## config.mk

```make
export PLATFORM = sky130hd
export DESIGN_NAME = fp_add_top
export DESIGN_NICKNAME = d
export VERILOG_FILES = /design/src/fp_types_pkg.sv /design/src/fp_stage_if.sv /design/src/fp_add_top.sv /design/src/fp_round_pack.sv /design/src/fp_normalize.sv /design/src/fp_stage_fifo.sv /design/src/fp_add_align.sv
export VERILOG_INCLUDE_DIRS = /design/src /design/src/include
export SDC_FILE = /design/constraint.sdc
export NUM_CORES = 1
export LEC_CHECK = 0
export ABC_AREA = 1
export BUFFER_PORTS_ARGS = -buffer_cell sky130_fd_sc_hd__buf_2
export CAP_MARGIN = 20
export CORE_MARGIN = 5
export CORE_UTILIZATION = 25
export DETAILED_ROUTE_END_ITERATION = 12
export SYNTH_ARGS = -nofsm -noshare
export SYNTH_HDL_FRONTEND = slang
export SYNTH_SLANG_ARGS = --single-unit
```

## constraint.sdc

```tcl
create_clock -name clk -period 21.7 [get_ports clk]
set_clock_uncertainty 0.1 [all_clocks]
set_input_delay 1.085 -clock clk [delete_from_list [all_inputs] [get_ports clk]]
set_output_delay 1.085 -clock clk [all_outputs]
set_load 0.01 [all_outputs]
```

## src/include/fp_config.svh

```systemverilog
`ifndef FP_CONFIG_SVH
`define FP_CONFIG_SVH

// IEEE single precision format
`define EXPO_WIDTH 8
`define FRAC_WIDTH 23
`define EXPO_BIAS 127

// Records buffered between the align and round stages (power of two)
`define FIFO_DEPTH 4

`endif
```

## src/fp_types_pkg.sv

```systemverilog
package fp_types_pkg;

    `include "fp_config.svh"

    // Packed IEEE word
    typedef logic [`EXPO_WIDTH+`FRAC_WIDTH:0] fp32_t;

    // Biased exponent and stored fraction
    typedef logic [`EXPO_WIDTH-1:0] expo_t;
    typedef logic [`FRAC_WIDTH-1:0] frac_t;

    // Guard, round and sticky, guard in the top bit
    typedef logic [2:0] grs_t;

    // Left shift taken from the leading zero count
    typedef logic [4:0] shift_amt_t;

    // Special result code carried with each record
    typedef logic [1:0] special_t;

    localparam special_t SPECIAL_NORMAL = 2'd0;
    localparam special_t SPECIAL_ZERO   = 2'd1;
    localparam special_t SPECIAL_INF    = 2'd2;
    localparam special_t SPECIAL_NAN    = 2'd3;

    localparam fp32_t CANONICAL_NAN = 32'h7fc0_0000;

endpackage

```

## src/fp_stage_if.sv

```systemverilog
`timescale 1ns/1ns

interface fp_stage_if;
    logic                     valid;
    logic                     sign;
    fp_types_pkg::expo_t      expo;
    logic                     expo_overflow;
    fp_types_pkg::frac_t      frac;
    logic                     hidden_bit;
    logic                     frac_safe_bit;
    logic                     frac_carry_bit;
    fp_types_pkg::grs_t       grs;
    fp_types_pkg::shift_amt_t left_shift_amt;
    logic                     right_shift;
    fp_types_pkg::expo_t      right_shift_amt;
    fp_types_pkg::special_t   special;
    logic                     special_sign;
    // Level from the receiving side, not a handshake
    logic                     ready;

    modport source (
        output valid, sign, expo, expo_overflow, frac, hidden_bit, frac_safe_bit,
               frac_carry_bit, grs, left_shift_amt, right_shift, right_shift_amt,
               special, special_sign,
        input  ready
    );

    modport sink (
        input  valid, sign, expo, expo_overflow, frac, hidden_bit, frac_safe_bit,
               frac_carry_bit, grs, left_shift_amt, right_shift, right_shift_amt,
               special, special_sign,
        output ready
    );
endinterface

```

## src/fp_add_top.sv

```systemverilog
`timescale 1ns/1ns

module fp_add_top (
    input  logic                clk,
    input  logic                rst_n,
    input  logic                op_valid,
    input  logic                op_sub,
    input  fp_types_pkg::fp32_t op_a,
    input  fp_types_pkg::fp32_t op_b,
    input  logic                result_hold,
    output logic                full,
    output logic                result_valid,
    output fp_types_pkg::fp32_t result,
    output logic                overflow,
    output logic                invalid
);
    // Align stage to buffer
    fp_stage_if stage_a ();

    // Buffer to round stage
    fp_stage_if stage_b ();

    fp_add_align u_align (
        .clk      (clk),
        .rst_n    (rst_n),
        .op_valid (op_valid),
        .op_sub   (op_sub),
        .op_a     (op_a),
        .op_b     (op_b),
        .out_rec  (stage_a.source)
    );

    fp_stage_fifo u_fifo (
        .clk     (clk),
        .rst_n   (rst_n),
        .in_rec  (stage_a.sink),
        .out_rec (stage_b.source),
        .full    (full)
    );

    fp_round_pack u_round (
        .clk          (clk),
        .rst_n        (rst_n),
        .in_rec       (stage_b.sink),
        .result_hold  (result_hold),
        .result_valid (result_valid),
        .result       (result),
        .overflow     (overflow),
        .invalid      (invalid)
    );
endmodule

```

## src/fp_round_pack.sv

```systemverilog
`timescale 1ns/1ns
`include "fp_config.svh"

module fp_round_pack (
    input  logic                clk,
    input  logic                rst_n,
    fp_stage_if.sink            in_rec,
    input  logic                result_hold,
    output logic                result_valid,
    output fp_types_pkg::fp32_t result,
    output logic                overflow,
    output logic                invalid
);
    localparam int EXPO_MAX = 2 * `EXPO_BIAS + 1;

    logic accept;
    logic sign_norm, expo_overflow_norm, hidden_bit_norm;
    fp_types_pkg::expo_t expo_norm;
    fp_types_pkg::frac_t frac_norm;
    fp_types_pkg::grs_t grs_norm;
    logic round_up;
    logic [`FRAC_WIDTH+1:0] sig_rnd;
    logic [`EXPO_WIDTH:0] expo_rnd;
    fp_types_pkg::fp32_t word;
    logic ovf, inv;

    assign in_rec.ready = !result_hold;
    assign accept = in_rec.valid && in_rec.ready;

    fp_normalize u_normalize (
        .sign               (in_rec.sign),
        .expo               (in_rec.expo),
        .expo_overflow      (in_rec.expo_overflow),
        .frac               (in_rec.frac),
        .left_shift_amt     (in_rec.left_shift_amt),
        .right_shift        (in_rec.right_shift),
        .right_shift_amt    (in_rec.right_shift_amt),
        .hidden_bit         (in_rec.hidden_bit),
        .frac_safe_bit      (in_rec.frac_safe_bit),
        .frac_carry_bit     (in_rec.frac_carry_bit),
        .grs_in             (in_rec.grs),
        .sign_norm          (sign_norm),
        .expo_norm          (expo_norm),
        .expo_overflow_norm (expo_overflow_norm),
        .frac_norm          (frac_norm),
        .hidden_bit_norm    (hidden_bit_norm),
        .grs_norm           (grs_norm)
    );

    // Nearest even; an all-ones significand carries into the exponent
    assign round_up = grs_norm[2] & (grs_norm[1] | grs_norm[0] | frac_norm[0]);
    assign sig_rnd = {1'b0, hidden_bit_norm, frac_norm} + (`FRAC_WIDTH + 2)'(round_up);
    assign expo_rnd = {expo_overflow_norm, expo_norm} + (`EXPO_WIDTH + 1)'(sig_rnd[`FRAC_WIDTH+1]);

    always_comb begin
        ovf = 1'b0;
        inv = 1'b0;
        word = {sign_norm, expo_rnd[`EXPO_WIDTH-1:0], sig_rnd[`FRAC_WIDTH-1:0]};
        case (in_rec.special)
            fp_types_pkg::SPECIAL_NAN: begin
                word = fp_types_pkg::CANONICAL_NAN;
                inv = 1'b1;
            end
            fp_types_pkg::SPECIAL_INF: begin
                word = {in_rec.special_sign, {`EXPO_WIDTH{1'b1}}, {`FRAC_WIDTH{1'b0}}};
            end
            fp_types_pkg::SPECIAL_ZERO: begin
                word = {in_rec.special_sign, {(`EXPO_WIDTH + `FRAC_WIDTH){1'b0}}};
            end
            default: begin
                // Subnormal result before rounding flushes to zero
                if ({expo_overflow_norm, expo_norm} == '0) begin
                    word = {sign_norm, {(`EXPO_WIDTH + `FRAC_WIDTH){1'b0}}};
                end else if (expo_rnd >= EXPO_MAX) begin
                    word = {sign_norm, {`EXPO_WIDTH{1'b1}}, {`FRAC_WIDTH{1'b0}}};
                    ovf = 1'b1;
                end
            end
        endcase
    end

    always_ff @(posedge clk or negedge rst_n) begin
        if (!rst_n) begin
            result_valid <= 1'b0;
            overflow <= 1'b0;
            invalid <= 1'b0;
        end else begin
            result_valid <= accept;
            if (accept) begin
                overflow <= ovf;
                invalid <= inv;
            end
        end
    end

    always_ff @(posedge clk) begin
        if (accept) begin
            result <= word;
        end
    end
endmodule

```

## src/fp_normalize.sv

```systemverilog
`timescale 1ns/1ns
`include "fp_config.svh"

module fp_normalize (
    input  logic                     sign,
    input  fp_types_pkg::expo_t      expo,
    input  logic                     expo_overflow,
    input  fp_types_pkg::frac_t      frac,
    input  fp_types_pkg::shift_amt_t left_shift_amt,
    input  logic                     right_shift,
    input  fp_types_pkg::expo_t      right_shift_amt,
    input  logic                     hidden_bit,
    input  logic                     frac_safe_bit,
    input  logic                     frac_carry_bit,
    input  fp_types_pkg::grs_t       grs_in,
    output logic                     sign_norm,
    output fp_types_pkg::expo_t      expo_norm,
    output logic                     expo_overflow_norm,
    output fp_types_pkg::frac_t      frac_norm,
    output logic                     hidden_bit_norm,
    output fp_types_pkg::grs_t       grs_norm
);
    // Safe bit, carry bit, hidden bit, fraction, guard/round/sticky
    localparam int VEC_W = `FRAC_WIDTH + 6;
    localparam int XEXP_W = `EXPO_WIDTH + 1;

    logic [VEC_W-1:0] sig_vec, vec_right, vec_left, lost_mask;
    logic [XEXP_W-1:0] expo_ext, expo_right, expo_left_diff, expo_left;
    logic [1:0] right_amt;
    logic right_sticky;
    logic left_borrow;
    fp_types_pkg::shift_amt_t left_amt;

    assign sign_norm = sign;
    assign sig_vec = {frac_safe_bit, frac_carry_bit, hidden_bit, frac, grs_in};
    assign expo_ext = {expo_overflow, expo};

    // Right path, never more than two places
    assign right_amt = right_shift_amt[1:0];
    assign expo_right = expo_ext + XEXP_W'(right_amt);

    // Bits shifted out must stay visible in sticky
    assign lost_mask = ~({VEC_W{1'b1}} << right_amt);
    assign right_sticky = |(sig_vec & lost_mask);

    always_comb begin
        vec_right = sig_vec >> right_amt;
        vec_right[0] = vec_right[0] | right_sticky;
    end

    // Left path, clamped so the exponent stops at zero
    assign {left_borrow, expo_left_diff} = {1'b0, expo_ext} - (XEXP_W + 1)'(left_shift_amt);
    assign left_amt = left_borrow ? fp_types_pkg::shift_amt_t'(expo_ext) : left_shift_amt;
    assign vec_left = sig_vec << left_amt;
    assign expo_left = left_borrow ? '0 : expo_left_diff;

    always_comb begin
        if (right_shift) begin
            {expo_overflow_norm, expo_norm} = expo_right;
            {hidden_bit_norm, frac_norm, grs_norm} = vec_right[`FRAC_WIDTH+3:0];
        end else begin
            {expo_overflow_norm, expo_norm} = expo_left;
            {hidden_bit_norm, frac_norm, grs_norm} = vec_left[`FRAC_WIDTH+3:0];
        end
    end
endmodule

```

## src/fp_stage_fifo.sv

```systemverilog
`timescale 1ns/1ns
`include "fp_config.svh"

module fp_stage_fifo (
    input  logic       clk,
    input  logic       rst_n,
    fp_stage_if.sink   in_rec,
    fp_stage_if.source out_rec,
    output logic       full
);
    localparam int DEPTH = `FIFO_DEPTH;
    localparam int PTR_W = $clog2(DEPTH);
    // Every record field except valid
    localparam int REC_W = 2 * $bits(fp_types_pkg::expo_t) + $bits(fp_types_pkg::frac_t)
                         + $bits(fp_types_pkg::grs_t) + $bits(fp_types_pkg::shift_amt_t)
                         + $bits(fp_types_pkg::special_t) + 7;

    logic [REC_W-1:0] mem [DEPTH];
    logic [REC_W-1:0] wr_data, rd_data;
    logic [PTR_W-1:0] wr_ptr, rd_ptr;
    logic [PTR_W:0] count;
    logic push, pop;

    assign wr_data = {in_rec.sign, in_rec.expo, in_rec.expo_overflow, in_rec.frac,
                      in_rec.hidden_bit, in_rec.frac_safe_bit, in_rec.frac_carry_bit,
                      in_rec.grs, in_rec.left_shift_amt, in_rec.right_shift,
                      in_rec.right_shift_amt, in_rec.special, in_rec.special_sign};

    // Oldest entry is always on the output
    assign rd_data = mem[rd_ptr];
    assign {out_rec.sign, out_rec.expo, out_rec.expo_overflow, out_rec.frac,
            out_rec.hidden_bit, out_rec.frac_safe_bit, out_rec.frac_carry_bit,
            out_rec.grs, out_rec.left_shift_amt, out_rec.right_shift,
            out_rec.right_shift_amt, out_rec.special, out_rec.special_sign} = rd_data;

    assign full = (count == (PTR_W + 1)'(DEPTH));
    assign out_rec.valid = (count != '0);
    assign in_rec.ready = !full;

    // A write into a full buffer is lost
    assign push = in_rec.valid && !full;
    assign pop = out_rec.valid && out_rec.ready;

    always_ff @(posedge clk) begin
        if (push) begin
            mem[wr_ptr] <= wr_data;
        end
    end

    always_ff @(posedge clk or negedge rst_n) begin
        if (!rst_n) begin
            wr_ptr <= '0;
            rd_ptr <= '0;
            count <= '0;
        end else begin
            if (push) begin
                wr_ptr <= wr_ptr + 1'b1;
            end
            if (pop) begin
                rd_ptr <= rd_ptr + 1'b1;
            end
            if (push && !pop) begin
                count <= count + 1'b1;
            end else if (pop && !push) begin
                count <= count - 1'b1;
            end
        end
    end
endmodule

```

## src/fp_add_align.sv

```systemverilog
`timescale 1ns/1ns
`include "fp_config.svh"

module fp_add_align (
    input  logic                clk,
    input  logic                rst_n,
    input  logic                op_valid,
    input  logic                op_sub,
    input  fp_types_pkg::fp32_t op_a,
    input  fp_types_pkg::fp32_t op_b,
    fp_stage_if.source          out_rec
);
    localparam int SIGN_POS = `EXPO_WIDTH + `FRAC_WIDTH;
    localparam int SIG_W = `FRAC_WIDTH + 1;
    localparam int ALN_W = SIG_W + 3;
    localparam int SUM_W = ALN_W + 1;
    localparam fp_types_pkg::expo_t EXPO_MAX = fp_types_pkg::expo_t'(2 * `EXPO_BIAS + 1);

    logic sign_a, sign_b, sign_l, eff_sub;
    fp_types_pkg::expo_t expo_a, expo_b, expo_l, expo_s, expo_diff;
    fp_types_pkg::frac_t frac_a, frac_b;
    logic zero_a, zero_b, nan_a, nan_b, inf_a, inf_b;
    logic [SIG_W-1:0] sig_a, sig_b, sig_l, sig_s;
    logic [ALN_W-1:0] sig_s_ext, sig_s_aln, sticky_mask;
    logic sticky;
    logic [SUM_W-1:0] sum;
    fp_types_pkg::shift_amt_t lzc;
    fp_types_pkg::special_t special;
    logic special_sign;

    // Unpack, b takes the inverted sign for a subtraction
    assign sign_a = op_a[SIGN_POS];
    assign sign_b = op_b[SIGN_POS] ^ op_sub;
    assign expo_a = op_a[`FRAC_WIDTH +: `EXPO_WIDTH];
    assign expo_b = op_b[`FRAC_WIDTH +: `EXPO_WIDTH];

    // Subnormal inputs flush to zero
    assign zero_a = (expo_a == '0);
    assign zero_b = (expo_b == '0);
    assign frac_a = zero_a ? '0 : op_a[`FRAC_WIDTH-1:0];
    assign frac_b = zero_b ? '0 : op_b[`FRAC_WIDTH-1:0];
    assign sig_a = {!zero_a, frac_a};
    assign sig_b = {!zero_b, frac_b};

    assign nan_a = (expo_a == EXPO_MAX) && (frac_a != '0);
    assign nan_b = (expo_b == EXPO_MAX) && (frac_b != '0);
    assign inf_a = (expo_a == EXPO_MAX) && (frac_a == '0);
    assign inf_b = (expo_b == EXPO_MAX) && (frac_b == '0);
    assign eff_sub = sign_a ^ sign_b;

    // Larger magnitude goes first
    always_comb begin
        if ({expo_b, frac_b} > {expo_a, frac_a}) begin
            sign_l = sign_b;
            expo_l = expo_b;
            expo_s = expo_a;
            sig_l = sig_b;
            sig_s = sig_a;
        end else begin
            sign_l = sign_a;
            expo_l = expo_a;
            expo_s = expo_b;
            sig_l = sig_a;
            sig_s = sig_b;
        end
    end

    // Align the smaller significand, everything past the round bit folds into sticky
    assign expo_diff = expo_l - expo_s;
    assign sig_s_ext = {sig_s, 3'b000};

    always_comb begin
        sticky_mask = '0;
        if (expo_diff >= ALN_W) begin
            sig_s_aln = '0;
            sticky = |sig_s;
        end else begin
            sticky_mask = ~({ALN_W{1'b1}} << expo_diff);
            sticky = |(sig_s_ext & sticky_mask);
            sig_s_aln = sig_s_ext >> expo_diff;
        end
        sig_s_aln[0] = sig_s_aln[0] | sticky;
    end

    // Carry lands in the top bit of the sum
    assign sum = eff_sub ? {1'b0, sig_l, 3'b000} - {1'b0, sig_s_aln}
                         : {1'b0, sig_l, 3'b000} + {1'b0, sig_s_aln};

    // Leading zeros above the hidden bit position, highest set bit wins
    always_comb begin
        lzc = '0;
        for (int i = 0; i < ALN_W; i++) begin
            if (sum[i]) begin
                lzc = fp_types_pkg::shift_amt_t'(ALN_W - 1 - i);
            end
        end
    end

    always_comb begin
        special = fp_types_pkg::SPECIAL_NORMAL;
        special_sign = sign_l;
        if (nan_a || nan_b || (inf_a && inf_b && eff_sub)) begin
            special = fp_types_pkg::SPECIAL_NAN;
        end else if (inf_a) begin
            special = fp_types_pkg::SPECIAL_INF;
            special_sign = sign_a;
        end else if (inf_b) begin
            special = fp_types_pkg::SPECIAL_INF;
            special_sign = sign_b;
        end else if (sum == '0) begin
            // Negative only for (-0) + (-0)
            special = fp_types_pkg::SPECIAL_ZERO;
            special_sign = sign_a & sign_b;
        end
    end

    always_ff @(posedge clk or negedge rst_n) begin
        if (!rst_n) begin
            out_rec.valid <= 1'b0;
        end else begin
            out_rec.valid <= op_valid;
        end
    end

    always_ff @(posedge clk) begin
        if (op_valid) begin
            out_rec.sign <= sign_l;
            out_rec.expo <= expo_l;
            out_rec.expo_overflow <= 1'b0;
            out_rec.frac <= sum[ALN_W-2:3];
            out_rec.hidden_bit <= sum[ALN_W-1];
            out_rec.frac_safe_bit <= 1'b0;
            out_rec.frac_carry_bit <= sum[SUM_W-1];
            out_rec.grs <= sum[2:0];
            out_rec.right_shift <= sum[SUM_W-1];
            out_rec.right_shift_amt <= fp_types_pkg::expo_t'(sum[SUM_W-1]);
            out_rec.left_shift_amt <= sum[SUM_W-1] ? '0 : lzc;
            out_rec.special <= special;
            out_rec.special_sign <= special_sign;
        end
    end
endmodule

```

==> results.toml, run 1 <==
[yosys]
synthTopCellsByArea = "sky130_fd_sc_hd__edfxtp_1 (39%), sky130_fd_sc_hd__nand2_1 (13%), sky130_fd_sc_hd__inv_1 (5.9%), sky130_fd_sc_hd__ha_1 (5.8%), sky130_fd_sc_hd__o21ai_0 (5.3%)"
yosys_cell_types = 72
synthesis.area_per_instance_um2 = 7.57
synth_top_flop_cell = "sky130_fd_sc_hd__edfxtp_1"
postSynthRegisterBits = 268
yosys.cell_count.top_type = "sky130_fd_sc_hd__nand2_1"
synth_cells = 2605
netlist.area_leader.share_pct = 39.2
synth_seq_area_share_pct = 40.6
synth_fp_nets = 2768
synth_top_cells_by_count = "sky130_fd_sc_hd__nand2_1 (701), sky130_fd_sc_hd__inv_1 (310), sky130_fd_sc_hd__edfxtp_1 (257)"
post-synth-top-area-cell = "sky130_fd_sc_hd__edfxtp_1"
yosys_warnings = 0
synth_edf_count = 257
syn-cell-area_um2 = 19700
async_flop_share_pct = 4.10

[drt]
remaining_drc_errors = 0
drt_iter0_drc = 1436
vias = 17600
avgRoutedWirePerCell_um = 15.7
antenna_left = 0
drt-total-wl_mm = 58.6
route.detailed.vias_per_inst = 4.72
drt_pre_antenna_iters = 6

[placement]
placer_s_final_routability_congestion_estimate = 0.959
dp.final_hpwl_mm = 45.0
post_dp_cell_area_um2 = 21300
port_buffers = 104

[floorplanning]
design.portCount = 105
floorplan.die_area_um2 = 84600
floorplan.die.width_um = 291
std_cell_rows = 103
floorplan.initialDensity_pct = 25.1
placeableCoreArea_um2 = 78600
die_height_um = 291

[global_route]
grt_antenna_before_repair = 2
overflow = 0
gr-usage-all-layers_pct = 13.3
grt_pass1_wl_mm = 92.6
grt_pass1_vias = 16600
grt_start_max_net_pins = 77

[worst_setup_path]
worst-path-max-fanout = 76
start_kind = "register"
worst-endpoint-arrival_ps = 12180
crit_path_end_kind = "register"
delay_of_the_slowest_cell_on_the_worst_path_ps = 820
crit_top_cell = "sky130_fd_sc_hd__nor2_1"
setup_crit_path_kind = "reg -> reg"
worst_path_slowest_cell = "sky130_fd_sc_hd__nor2_1"
timing.critical_path.required_ps = 21970

[min_path]
timing.hold.worst.class = "in -> async"

[final_layout]
layout-area-overhead-vs-synth_pct = 12.7
final_layout_size_suffix_gt1_share_pct = 10.2
fin_nets = 2821
final.fill_count = 8557
final_area_um2 = 22200

[sta]
finalSetupViolations = 0
slew_headroom_pct = 29.4
timing.final.max_slew_violations = 0
grt_setup_unrepaired = "no"
timing.final.crit_share_pct = 54.9
final-hold-violation-count = 0
max_freq_mhz = 83.9
timing.final.crit_period_ps = 11920
tightest_slew_ps = 1060
final_layout_setup_total_negative_slack_ps = 0

[power]
cellLeakagePower_nw = 9.50
vdd_ir_drop_max_uv = 77.2
p_per_area_nw_per_um2 = 144

[cts]
cts_resized = 0
cts_sinks = 268
htreeDepth = 1
clock_latency_on_the_worst_skew_pair_ps = 550
cts_hold_repair.buffers = 0
post-cts-setup-buffers = 0
cts_root_buffer = "sky130_fd_sc_hd__clkbuf_16"
clock_transition_at_the_registers_of_the_reported_paths_ps = 70
max-clock-path-buffers = 3
numCtsBuffers = 28
cts_tree = "done"

[status]
run_status = "finished clean"

[flow_run]
max_cap_viol_count = 0
-- cells by family (layout without fill, tap and decap cells) --
logic type / after synthesis / count (layout) / synth area share [%]
adders and majority gates: 94 / 94 / 6.08
other: 0 / 3 / 0
buffers and inverters: 433 / 508 / 8.49
xor gates and xnor gates: 36 / 36 / 1.75
AOI/OAI and AO/OA: 520 / 520 / 15.6
and+or+nand+nor: 1248 / 1248 / 27.2
DFF: 268 / 268 / 40.6
muxes: 6 / 6 / 0.311
-- power by group --
part	leakage, nW	internal, mW	switching (mW)
clock network	0.441	0.269	0.196
logic	6.52	0.557	1.36
registers	2.54	0.756	0.0643
total	9.50	1.58	1.62
-- registers in the layout (all words and copies together), names as in the netlist, 3 cells and up --
| register | count |
|---|---|
| u_fifo.mem | 180 |
| u_round.result | 32 |
| u_align.out_rec.frac | 23 |
| u_align.out_rec.expo | 8 |
| u_align.out_rec.left_shift_amt | 5 |
| u_align.out_rec.grs | 3 |
| u_fifo.count | 3 |
-- routing by layer --
layer / wire (µm) / GRT usage [%] / share of wire (%)
met5: 0 / 0 / 0
met4: 1480 / 3.16 / 2.5
met3: 2810 / 1.18 / 4.8
met2: 27700 / 22.9 / 47
met1: 26600 / 18.1 / 45
-- worst paths after layout --
path	from	to	cells past startpoint	slack [ps]
max	u_fifo.rd_ptr[0]	u_round.result[5]	55	9780
min	rst_n	u_round.invalid	1	340
max reg2reg	u_fifo.rd_ptr[0]	u_round.result[5]	55	9780
min reg2reg	u_align.out_rec.frac[0]	u_fifo.mem[1][15]	0	400
max in group asynchronous	rst_n	u_fifo.rd_ptr[0]	1	20880
min in group clk	u_align.out_rec.frac[0]	u_fifo.mem[1][15]	0	400
-- worst max-delay path: cells and delay by family, from the launching register on --
family / cells / cell delay (ps)
compound gates: 6 / 1600
buf+inv: 14 / 2580
flops: 1 / 600
xor+xnor: 1 / 190
simple gates: 30 / 5800
fa+ha+maj: 4 / 850
-- layout make-up --
cell class | instances | area [µm²] | share of cell area [%]
diodes | 3 | 7.51 | 0.0338
clock buffers | 32 | 737 | 3.32
clock inverters | 20 | 166 | 0.749
inverters | 334 | 1260 | 5.65
multi-input cells | 1904 | 10100 | 45.4
flip-flops and latches | 268 | 7990 | 36.0
well taps | 1050 | 1310 | 5.91
repair buffers | 122 | 656 | 2.95
-- layout by cell type (no fill, tap or decap), types with 10 or more instances in the layout --
cell,n
sky130_fd_sc_hd__o22ai_1,27
sky130_fd_sc_hd__a21oi_1,127
sky130_fd_sc_hd__xor2_1,24
sky130_fd_sc_hd__buf_2,104
sky130_fd_sc_hd__nand2_2,21
sky130_fd_sc_hd__ha_1,91
sky130_fd_sc_hd__a31oi_1,17
sky130_fd_sc_hd__o211ai_1,10
sky130_fd_sc_hd__nor2_1,238
sky130_fd_sc_hd__inv_1,310
sky130_fd_sc_hd__inv_2,18
sky130_fd_sc_hd__nand3_1,159
sky130_fd_sc_hd__dfrtp_1,10
sky130_fd_sc_hd__nor2_2,14
sky130_fd_sc_hd__o21ai_0,206
sky130_fd_sc_hd__nand2_1,701
sky130_fd_sc_hd__a32oi_1,26
sky130_fd_sc_hd__nand4_1,41
sky130_fd_sc_hd__nor4_1,11
sky130_fd_sc_hd__o21ai_1,25
sky130_fd_sc_hd__edfxtp_1,257
sky130_fd_sc_hd__clkbuf_16,29
sky130_fd_sc_hd__clkinv_1,12
sky130_fd_sc_hd__buf_4,18
sky130_fd_sc_hd__nor3_1,24
sky130_fd_sc_hd__o21ai_2,13
-- stage by stage --
step | cells | worst slack [ps] | hold slack, ps | power [mW] | utilization, %
final | 3733 | 9780 | 336 | 3.20 | 28.3
after global routing | 3731 | 8360 | 348 | 3.49 | 28.3
after CTS | 3730 | 9830 | 337 | 3.20 | 28.3
after detailed placement | 3678 | 9890 | 382 | 2.73 | 27.1
after global placement | 3678 | 10140 | 378 | 2.73 | 27.1
after floorplan | 2605 | 12600 | 359 | 2.20 | -
Note: power is estimated with default switching activity, not from simulation.
==> inputs of run 2 (changes only) <==
--- a/config.mk
+++ b/config.mk
@@ -6,7 +6,7 @@
 export SDC_FILE = /design/constraint.sdc
 export NUM_CORES = 1
 export LEC_CHECK = 0
-export ABC_AREA = 1
+export ABC_AREA = 0
 export BUFFER_PORTS_ARGS = -buffer_cell sky130_fd_sc_hd__buf_2
 export CAP_MARGIN = 20
 export CORE_MARGIN = 5
==> constraint.sdc (replaced) <==
create_clock -name clk -period 10.2 [get_ports clk]
set_clock_uncertainty 0.1 [all_clocks]
set_input_delay 0.51 -clock clk [delete_from_list [all_inputs] [get_ports clk]]
set_output_delay 0.51 -clock clk [all_outputs]
set_load 0.01 [all_outputs]
==> run 2 against run 1 <==
Synthesized area grew 2.8%; sequential share of layout area shrank 2.5 points; wire length grew 7.9%; sequential power grew 100%; total power grew 97%; worst setup slack lost 9300 ps; cell area grew 7.5%.
==> results.toml, run 2 <==
[cts]
clock_latency_on_the_worst_skew_pair_ps = 520
cts_tree = "done"
cts_sinks = 268
cts_root_buffer = "sky130_fd_sc_hd__clkbuf_16"
numCtsBuffers = 24
max-clock-path-buffers = 3
htreeDepth = 1
clock_transition_at_the_registers_of_the_reported_paths_ps = 60

[drt]
vias = 17500
drt-total-wl_mm = 63.3
drt_iter0_drc = 1683
antenna_left = 0
avgRoutedWirePerCell_um = 18.8
route.detailed.vias_per_inst = 5.20
drt_pre_antenna_iters = 8
remaining_drc_errors = 0

[floorplanning]
die_height_um = 295
design.portCount = 105
floorplan.die_area_um2 = 86800
floorplan.die.width_um = 295
floorplan.initialDensity_pct = 25.2
std_cell_rows = 104
placeableCoreArea_um2 = 80400

[yosys]
netlist.area_leader.share_pct = 38.1
area_fraction_in_compound_gates_after_synthesis_pct = 18.3
post_synth_and_or_nand_nor_area_fraction_pct = 18.4
synth_top_cells_by_count = "sky130_fd_sc_hd__edfxtp_1 (257), sky130_fd_sc_hd__nand2_1 (238), sky130_fd_sc_hd__nor2_1 (154)"
yosys.cell_count.top_type = "sky130_fd_sc_hd__edfxtp_1"
synthTopCellsByArea = "sky130_fd_sc_hd__edfxtp_1 (38%), sky130_fd_sc_hd__mux4_2 (6.2%), sky130_fd_sc_hd__ha_1 (5.6%), sky130_fd_sc_hd__nand2_1 (4.4%), sky130_fd_sc_hd__o21ai_0 (3.8%)"
multiplexer_fraction_of_the_synthesized_cell_area_pct = 10.5
synth_cells = 2113
async_flop_share_pct = 4.10
synth_seq_area_share_pct = 39.5
syn-cell-area_um2 = 20300
synth_edf_count = 257
synth_top_family_by_area = "simple AND/OR/NAND/NOR gates"
synth_top_flop_cell = "sky130_fd_sc_hd__edfxtp_1"
synthesis.area_per_instance_um2 = 9.59
synth_fp_nets = 2276
yosys_warnings = 0
synth_fa_ha_area_share_pct = 6.07
yosys_cell_types = 104
synthXorXnorAreaFrac_pct = 2.72
postSynthRegisterBits = 268
post-synth-top-area-cell = "sky130_fd_sc_hd__edfxtp_1"

[min_path]
timing.hold.worst.class = "in -> reg"
hold_path_startpoint = "result_hold"
hold_path_end = "u_fifo.rd_ptr[0]"
timing.hold.worst_path_depth = 3

[global_route]
grt_start_max_net_pins = 47
grt_pass1_wl_mm = 98.2
overflow = 0
gr-usage-all-layers_pct = 13.9
grt_antenna_before_repair = 3
grt_pass1_vias = 17000

[final_layout]
mostFrequentLayoutCell = "sky130_fd_sc_hd__edfxtp_1"
layout.cells.non_filler = 3373
regMostFlops = "u_fifo.mem"
layout-area-overhead-vs-synth_pct = 17.9
fin_nets = 2459
insertedDiodeCount = 0
final.fill_count = 8426
top_regs = "u_fifo.mem: 180 flops, u_round.result: 32 flops, u_align.out_rec.frac: 23 flops"
largest_register_ff_count = 180
final_layout_size_suffix_gt1_share_pct = 20.1
mostFrequentLayoutCells = "sky130_fd_sc_hd__edfxtp_1 (257), sky130_fd_sc_hd__nand2_1 (238), sky130_fd_sc_hd__buf_4 (170), sky130_fd_sc_hd__nor2_1 (154), sky130_fd_sc_hd__o21ai_0 (149)"

[power]
cellLeakagePower_nw = 9.14
power_mw = 6.31
p_per_area_nw_per_um2 = 264
vdd_ir_drop_max_uv = 165

[worst_setup_path]
worst_path_slowest_cell = "sky130_fd_sc_hd__nor4_1"
start_kind = "input pin"
worstReg2RegEnd = "u_round.result[22]"
crit_top_cell = "sky130_fd_sc_hd__nand2_1"
worst-endpoint-arrival_ps = 9830
timing.critical_path.required_ps = 10360
worst-path-max-fanout = 7
ff2ff_setup_slack_ps = 950
critical_path.reg2reg.startpoint = "u_fifo.rd_ptr[0]"
r2r_cells = 32
setup_crit_path_kind = "in -> reg"
delay_of_the_slowest_cell_on_the_worst_path_ps = 400
crit_path_end_kind = "register"

[placement]
placer_s_final_routability_congestion_estimate = 0.964
dp.final_hpwl_mm = 49.5
port_buffers = 104
placedCellCount = 3328

[sta]
finalSetupViolations = 0
max_freq_mhz = 103
timing.final.crit_share_pct = 94.8
timing.final.max_slew_violations = 0
slew_headroom_pct = 27.2
worst_hold_margin_ps = 272
final-hold-violation-count = 0
final_layout_setup_total_negative_slack_ps = 0
tightest_slew_ps = 1090
timing.final.crit_period_ps = 9670

[status]
run_status = "finished clean"

[flow_run]
max_cap_viol_count = 0
==> run 2: kinds of logic (layout without fill, tap and decap cells) <==
kind of cell | count (synthesis) | in the layout
AND/OR/NAND/NOR | 755 | 755
AO/OA/AOI/OAI | 559 | 559
flip-flops | 268 | 268
buffers and inverters | 232 | 432
multiplexers | 140 | 140
adder cells (fa/ha/maj) | 97 | 97
XOR/XNOR | 62 | 62
==> run 2: critical path, delay by kind of cell <==
kind,cells,cell delay [ps]
AOI/OAI and AO/OA,24,4020
and+or+nand+nor,17,3620
adders and majority gates,3,850
buffers and inverters,5,770
==> run 2: power by group <==
part | switching [mW] | total, mW | internal (mW)
Clock | 0.370 | 0.871 | 0.501
Combinational | 2.31 | 3.76 | 1.45
Sequential | 0.117 | 1.68 | 1.56
==> run 2: through the flow <==
stage,setup slack [ps],utilization (%),instance area [µm²]
after floorplan,52.1,-,20300
after global placement,-6.85,28.5,22900
after detailed placement,-193,28.6,23000
after CTS,310,29.5,23700
after global routing,-79.5,29.7,23900
final,532,29.7,23900
==> run 2: repair_timing <==
action | CTS | global route
hold buffers | 1 | 0
endpoints found under the setup margin | 0 | 31
hold endpoints to repair | 11 | 0
setup buffers | 0 | 1
resized for setup | 0 | 32
==> run 2: metal layers <==
metal	track usage, %	part of all wire, %	vias to the layer above
met5	0	0.068	-
met4	5.46	4.4	6
met3	1.99	6.6	149
met2	23.7	47	662
met1	17.9	41	8408
li1	-	-	8321
==> run 2: how the worst max path moves through the flow <==
stage / start / endpoint / slack, ps / depth (start not counted)
finish: op_b[23] / u_align.out_rec.special_sign / 530 / 49
global route: op_b[27] / u_align.out_rec.special_sign / -80 / 54
CTS: op_b[27] / u_align.out_rec.special_sign / 310 / 51
detailed placement: op_b[27] / u_align.out_rec.special_sign / -190 / 51
global placement: op_b[27] / u_align.out_rec.left_shift_amt[2] / -7 / 50
floorplan: op_b[27] / u_align.out_rec.special_sign / 50 / 55
==> run 2: final cells by class <==
type / instances / area [µm²] / share of cell area [%]
multi-input cells: 1613 / 11500 / 48.1
flip-flops and latches: 268 / 8000 / 33.5
repair buffers: 280 / 1910 / 7.98
well taps: 1060 / 1330 / 5.55
clock buffers: 32 / 652 / 2.73
inverters: 109 / 409 / 1.71
clock inverters: 11 / 111 / 0.466
==> inputs of run 3 (changes only) <==
==> constraint.sdc (replaced) <==
create_clock -name clk -period 9.8 [get_ports clk]
set_clock_uncertainty 0.1 [all_clocks]
set_input_delay 0.49 -clock clk [delete_from_list [all_inputs] [get_ports clk]]
set_output_delay 0.49 -clock clk [all_outputs]
set_load 0.02 [all_outputs]
==> run 3 against run 2 <==
Critical path type unchanged; first-iteration DRC count shrank 15%; largest power group unchanged; worst setup slack gained 26 ps; clock power grew 5.9%; largest cell class unchanged.
==> results.toml, run 3 (synthesis results as in run 2) <==
[sta]
finalSetupViolations = 0
timing.final.max_slew_violations = 0
timing.final.crit_period_ps = 9240
grt_setup_unrepaired = "no"
max_freq_mhz = 108
final-hold-violation-count = 0
slew_headroom_pct = 30.1
tightest_slew_ps = 1050
timing.final.crit_share_pct = 94.3

[worst_setup_path]
timing.critical_path.max_delay_family = "compound AO/OA/AOI/OAI gates"
timing.critical_path.required_ps = 10050
worst-path-max-fanout = 11
worst-endpoint-arrival_ps = 9490
setup_crit_path_kind = "in -> reg"
delay_of_the_slowest_cell_on_the_worst_path_ps = 360
worstReg2RegEnd = "u_round.result[22]"
crit_path_end_kind = "register"
r2r_cells = 32
crit_top_cell = "sky130_fd_sc_hd__a21oi_2"
start_kind = "input pin"
worst_path_slowest_cell = "sky130_fd_sc_hd__a221o_1"
critical_path_cell_count = 54
critPathBufInv = 8
critical_path.reg2reg.startpoint = "u_fifo.rd_ptr[0]"
ff2ff_setup_slack_ps = 650

[cts]
numCtsBuffers = 24
htreeDepth = 1
cts_sinks = 268
cts_root_buffer = "sky130_fd_sc_hd__clkbuf_16"
cts_tree = "done"
clock_latency_on_the_worst_skew_pair_ps = 530
clock_transition_at_the_registers_of_the_reported_paths_ps = 60
max-clock-path-buffers = 3

[drt]
drt-total-wl_mm = 63.7
avgRoutedWirePerCell_um = 18.2
drt_pre_antenna_iters = 5
vias = 17800
remaining_drc_errors = 0
drt_iter0_drc = 1431
route.detailed.vias_per_inst = 5.09
antenna_left = 0

[floorplanning]
placeableCoreArea_um2 = 80400
design.portCount = 105
floorplan.die_area_um2 = 86800
floorplan.initialDensity_pct = 25.2
std_cell_rows = 104
floorplan.die.width_um = 295
die_height_um = 295

[final_layout]
final_layout_size_suffix_gt1_share_pct = 25.3
top_regs = "u_fifo.mem: 180 flops, u_round.result: 32 flops, u_align.out_rec.frac: 23 flops"
sequential_cell_area_um2 = 8000
largest_register_ff_count = 180
multi_input_comb_area_um2 = 11600
final.fill_count = 8366
regMostFlops = "u_fifo.mem"
mostFrequentLayoutCell = "sky130_fd_sc_hd__buf_4"
mostFrequentLayoutCells = "sky130_fd_sc_hd__buf_4 (297), sky130_fd_sc_hd__edfxtp_1 (257), sky130_fd_sc_hd__nand2_1 (237), sky130_fd_sc_hd__nor2_1 (153), sky130_fd_sc_hd__o21ai_0 (144)"
finalCoreUtilization_pct = 31.1
fin_nets = 2590
layout-area-overhead-vs-synth_pct = 23.6
final_area_um2 = 25000
insertedDiodeCount = 0

[power]
vdd_ir_drop_max_uv = 188
cellLeakagePower_nw = 9.80
p_per_area_nw_per_um2 = 271

[status]
run_status = "finished clean"

[min_path]
timing.hold.worst.class = "in -> reg"
hold_path_end = "u_fifo.rd_ptr[0]"
timing.hold.worst_path_depth = 3
hold_path_startpoint = "result_hold"

[placement]
post_dp_cell_area_um2 = 24000
dp.final_hpwl_mm = 50.7
placer_s_final_routability_congestion_estimate = 0.979
port_buffers = 104

[global_route]
grt_pass1_vias = 17200
overflow = 0
gr-usage-all-layers_pct = 14.2
grt_antenna_before_repair = 3
grt_start_max_net_pins = 47
grt_pass1_wl_mm = 99.7

[flow_run]
max_cap_viol_count = 0
-- run 3: cell count changes in the layout (fill, tap and decap cells not counted), sizes merged --
cell	before	now
buf	279	410
clkbuf	32	27
inv	109	112
clkinv	8	9
clkinvlp	1	2
-- run 3: layout make-up --
class / count / share of cell area (%)
Clock buffer: 27 / 2.53
Clock inverter: 16 / 0.580
Inverter: 109 / 1.63
Multi-Input combinational cell: 1613 / 46.3
Sequential cell: 268 / 32.0
Tap cell: 1060 / 5.30
Timing Repair Buffer: 411 / 11.7
-- run 3: worst max-delay path by stage --
stage          startpoint                      endpoint  slack [ps]
3_3_place_gp     op_b[27]  u_align.out_rec.special_sign        -360
4_1_cts          op_b[27]  u_align.out_rec.special_sign          30
3_5_place_dp     op_b[27]  u_align.out_rec.special_sign        -480
6_report         op_b[29]  u_align.out_rec.special_sign         560
2_1_floorplan    op_b[27]  u_align.out_rec.special_sign          20
5_1_grt          op_b[29]  u_align.out_rec.special_sign          10
-- run 3: what timing repair did --
action,in CTS,in global routing
resized for setup,0,60
hold buffers,1,0
buffers inserted,0,5
endpoints found under the hold margin,11,0
setup endpoints to repair,0,32
-- run 3: metrics by stage --
stage               setup WS, ps  TNS [ps]  std cells  hold slack, ps  power (mW)
floorplan                   21.0         0       2113            94.4        4.52
global placement            -357     -1880       3454             275        5.81
detailed placement          -483     -2630       3455             275        5.81
CTS                         28.7         0       3499             221        6.75
global route                14.0         0       3504             264        7.27
finish                       557         0       3504             244        6.78
-- run 3: worst min-delay path, cell delays in order --
cell,delay (ps)
sky130_fd_sc_hd__buf_2,70
sky130_fd_sc_hd__or2_2,180
sky130_fd_sc_hd__xnor2_1,80
-- run 3: where the power goes --
group | switching (mW) | total [mW] | internal (mW)
combinational | 2.47 | 4.10 | 1.63
clock | 0.401 | 0.922 | 0.521
sequential | 0.127 | 1.75 | 1.63
-- run 3: routing by layer --
metal / track usage, % / wire length (µm) / up-vias
met1: 19.1 / 28000 / 8581
met5: 0 / 27 / -
met2: 24.1 / 30700 / 556
met4: 4.23 / 1920 / 4
met3: 1.33 / 3100 / 101
li1: - / - / 8593
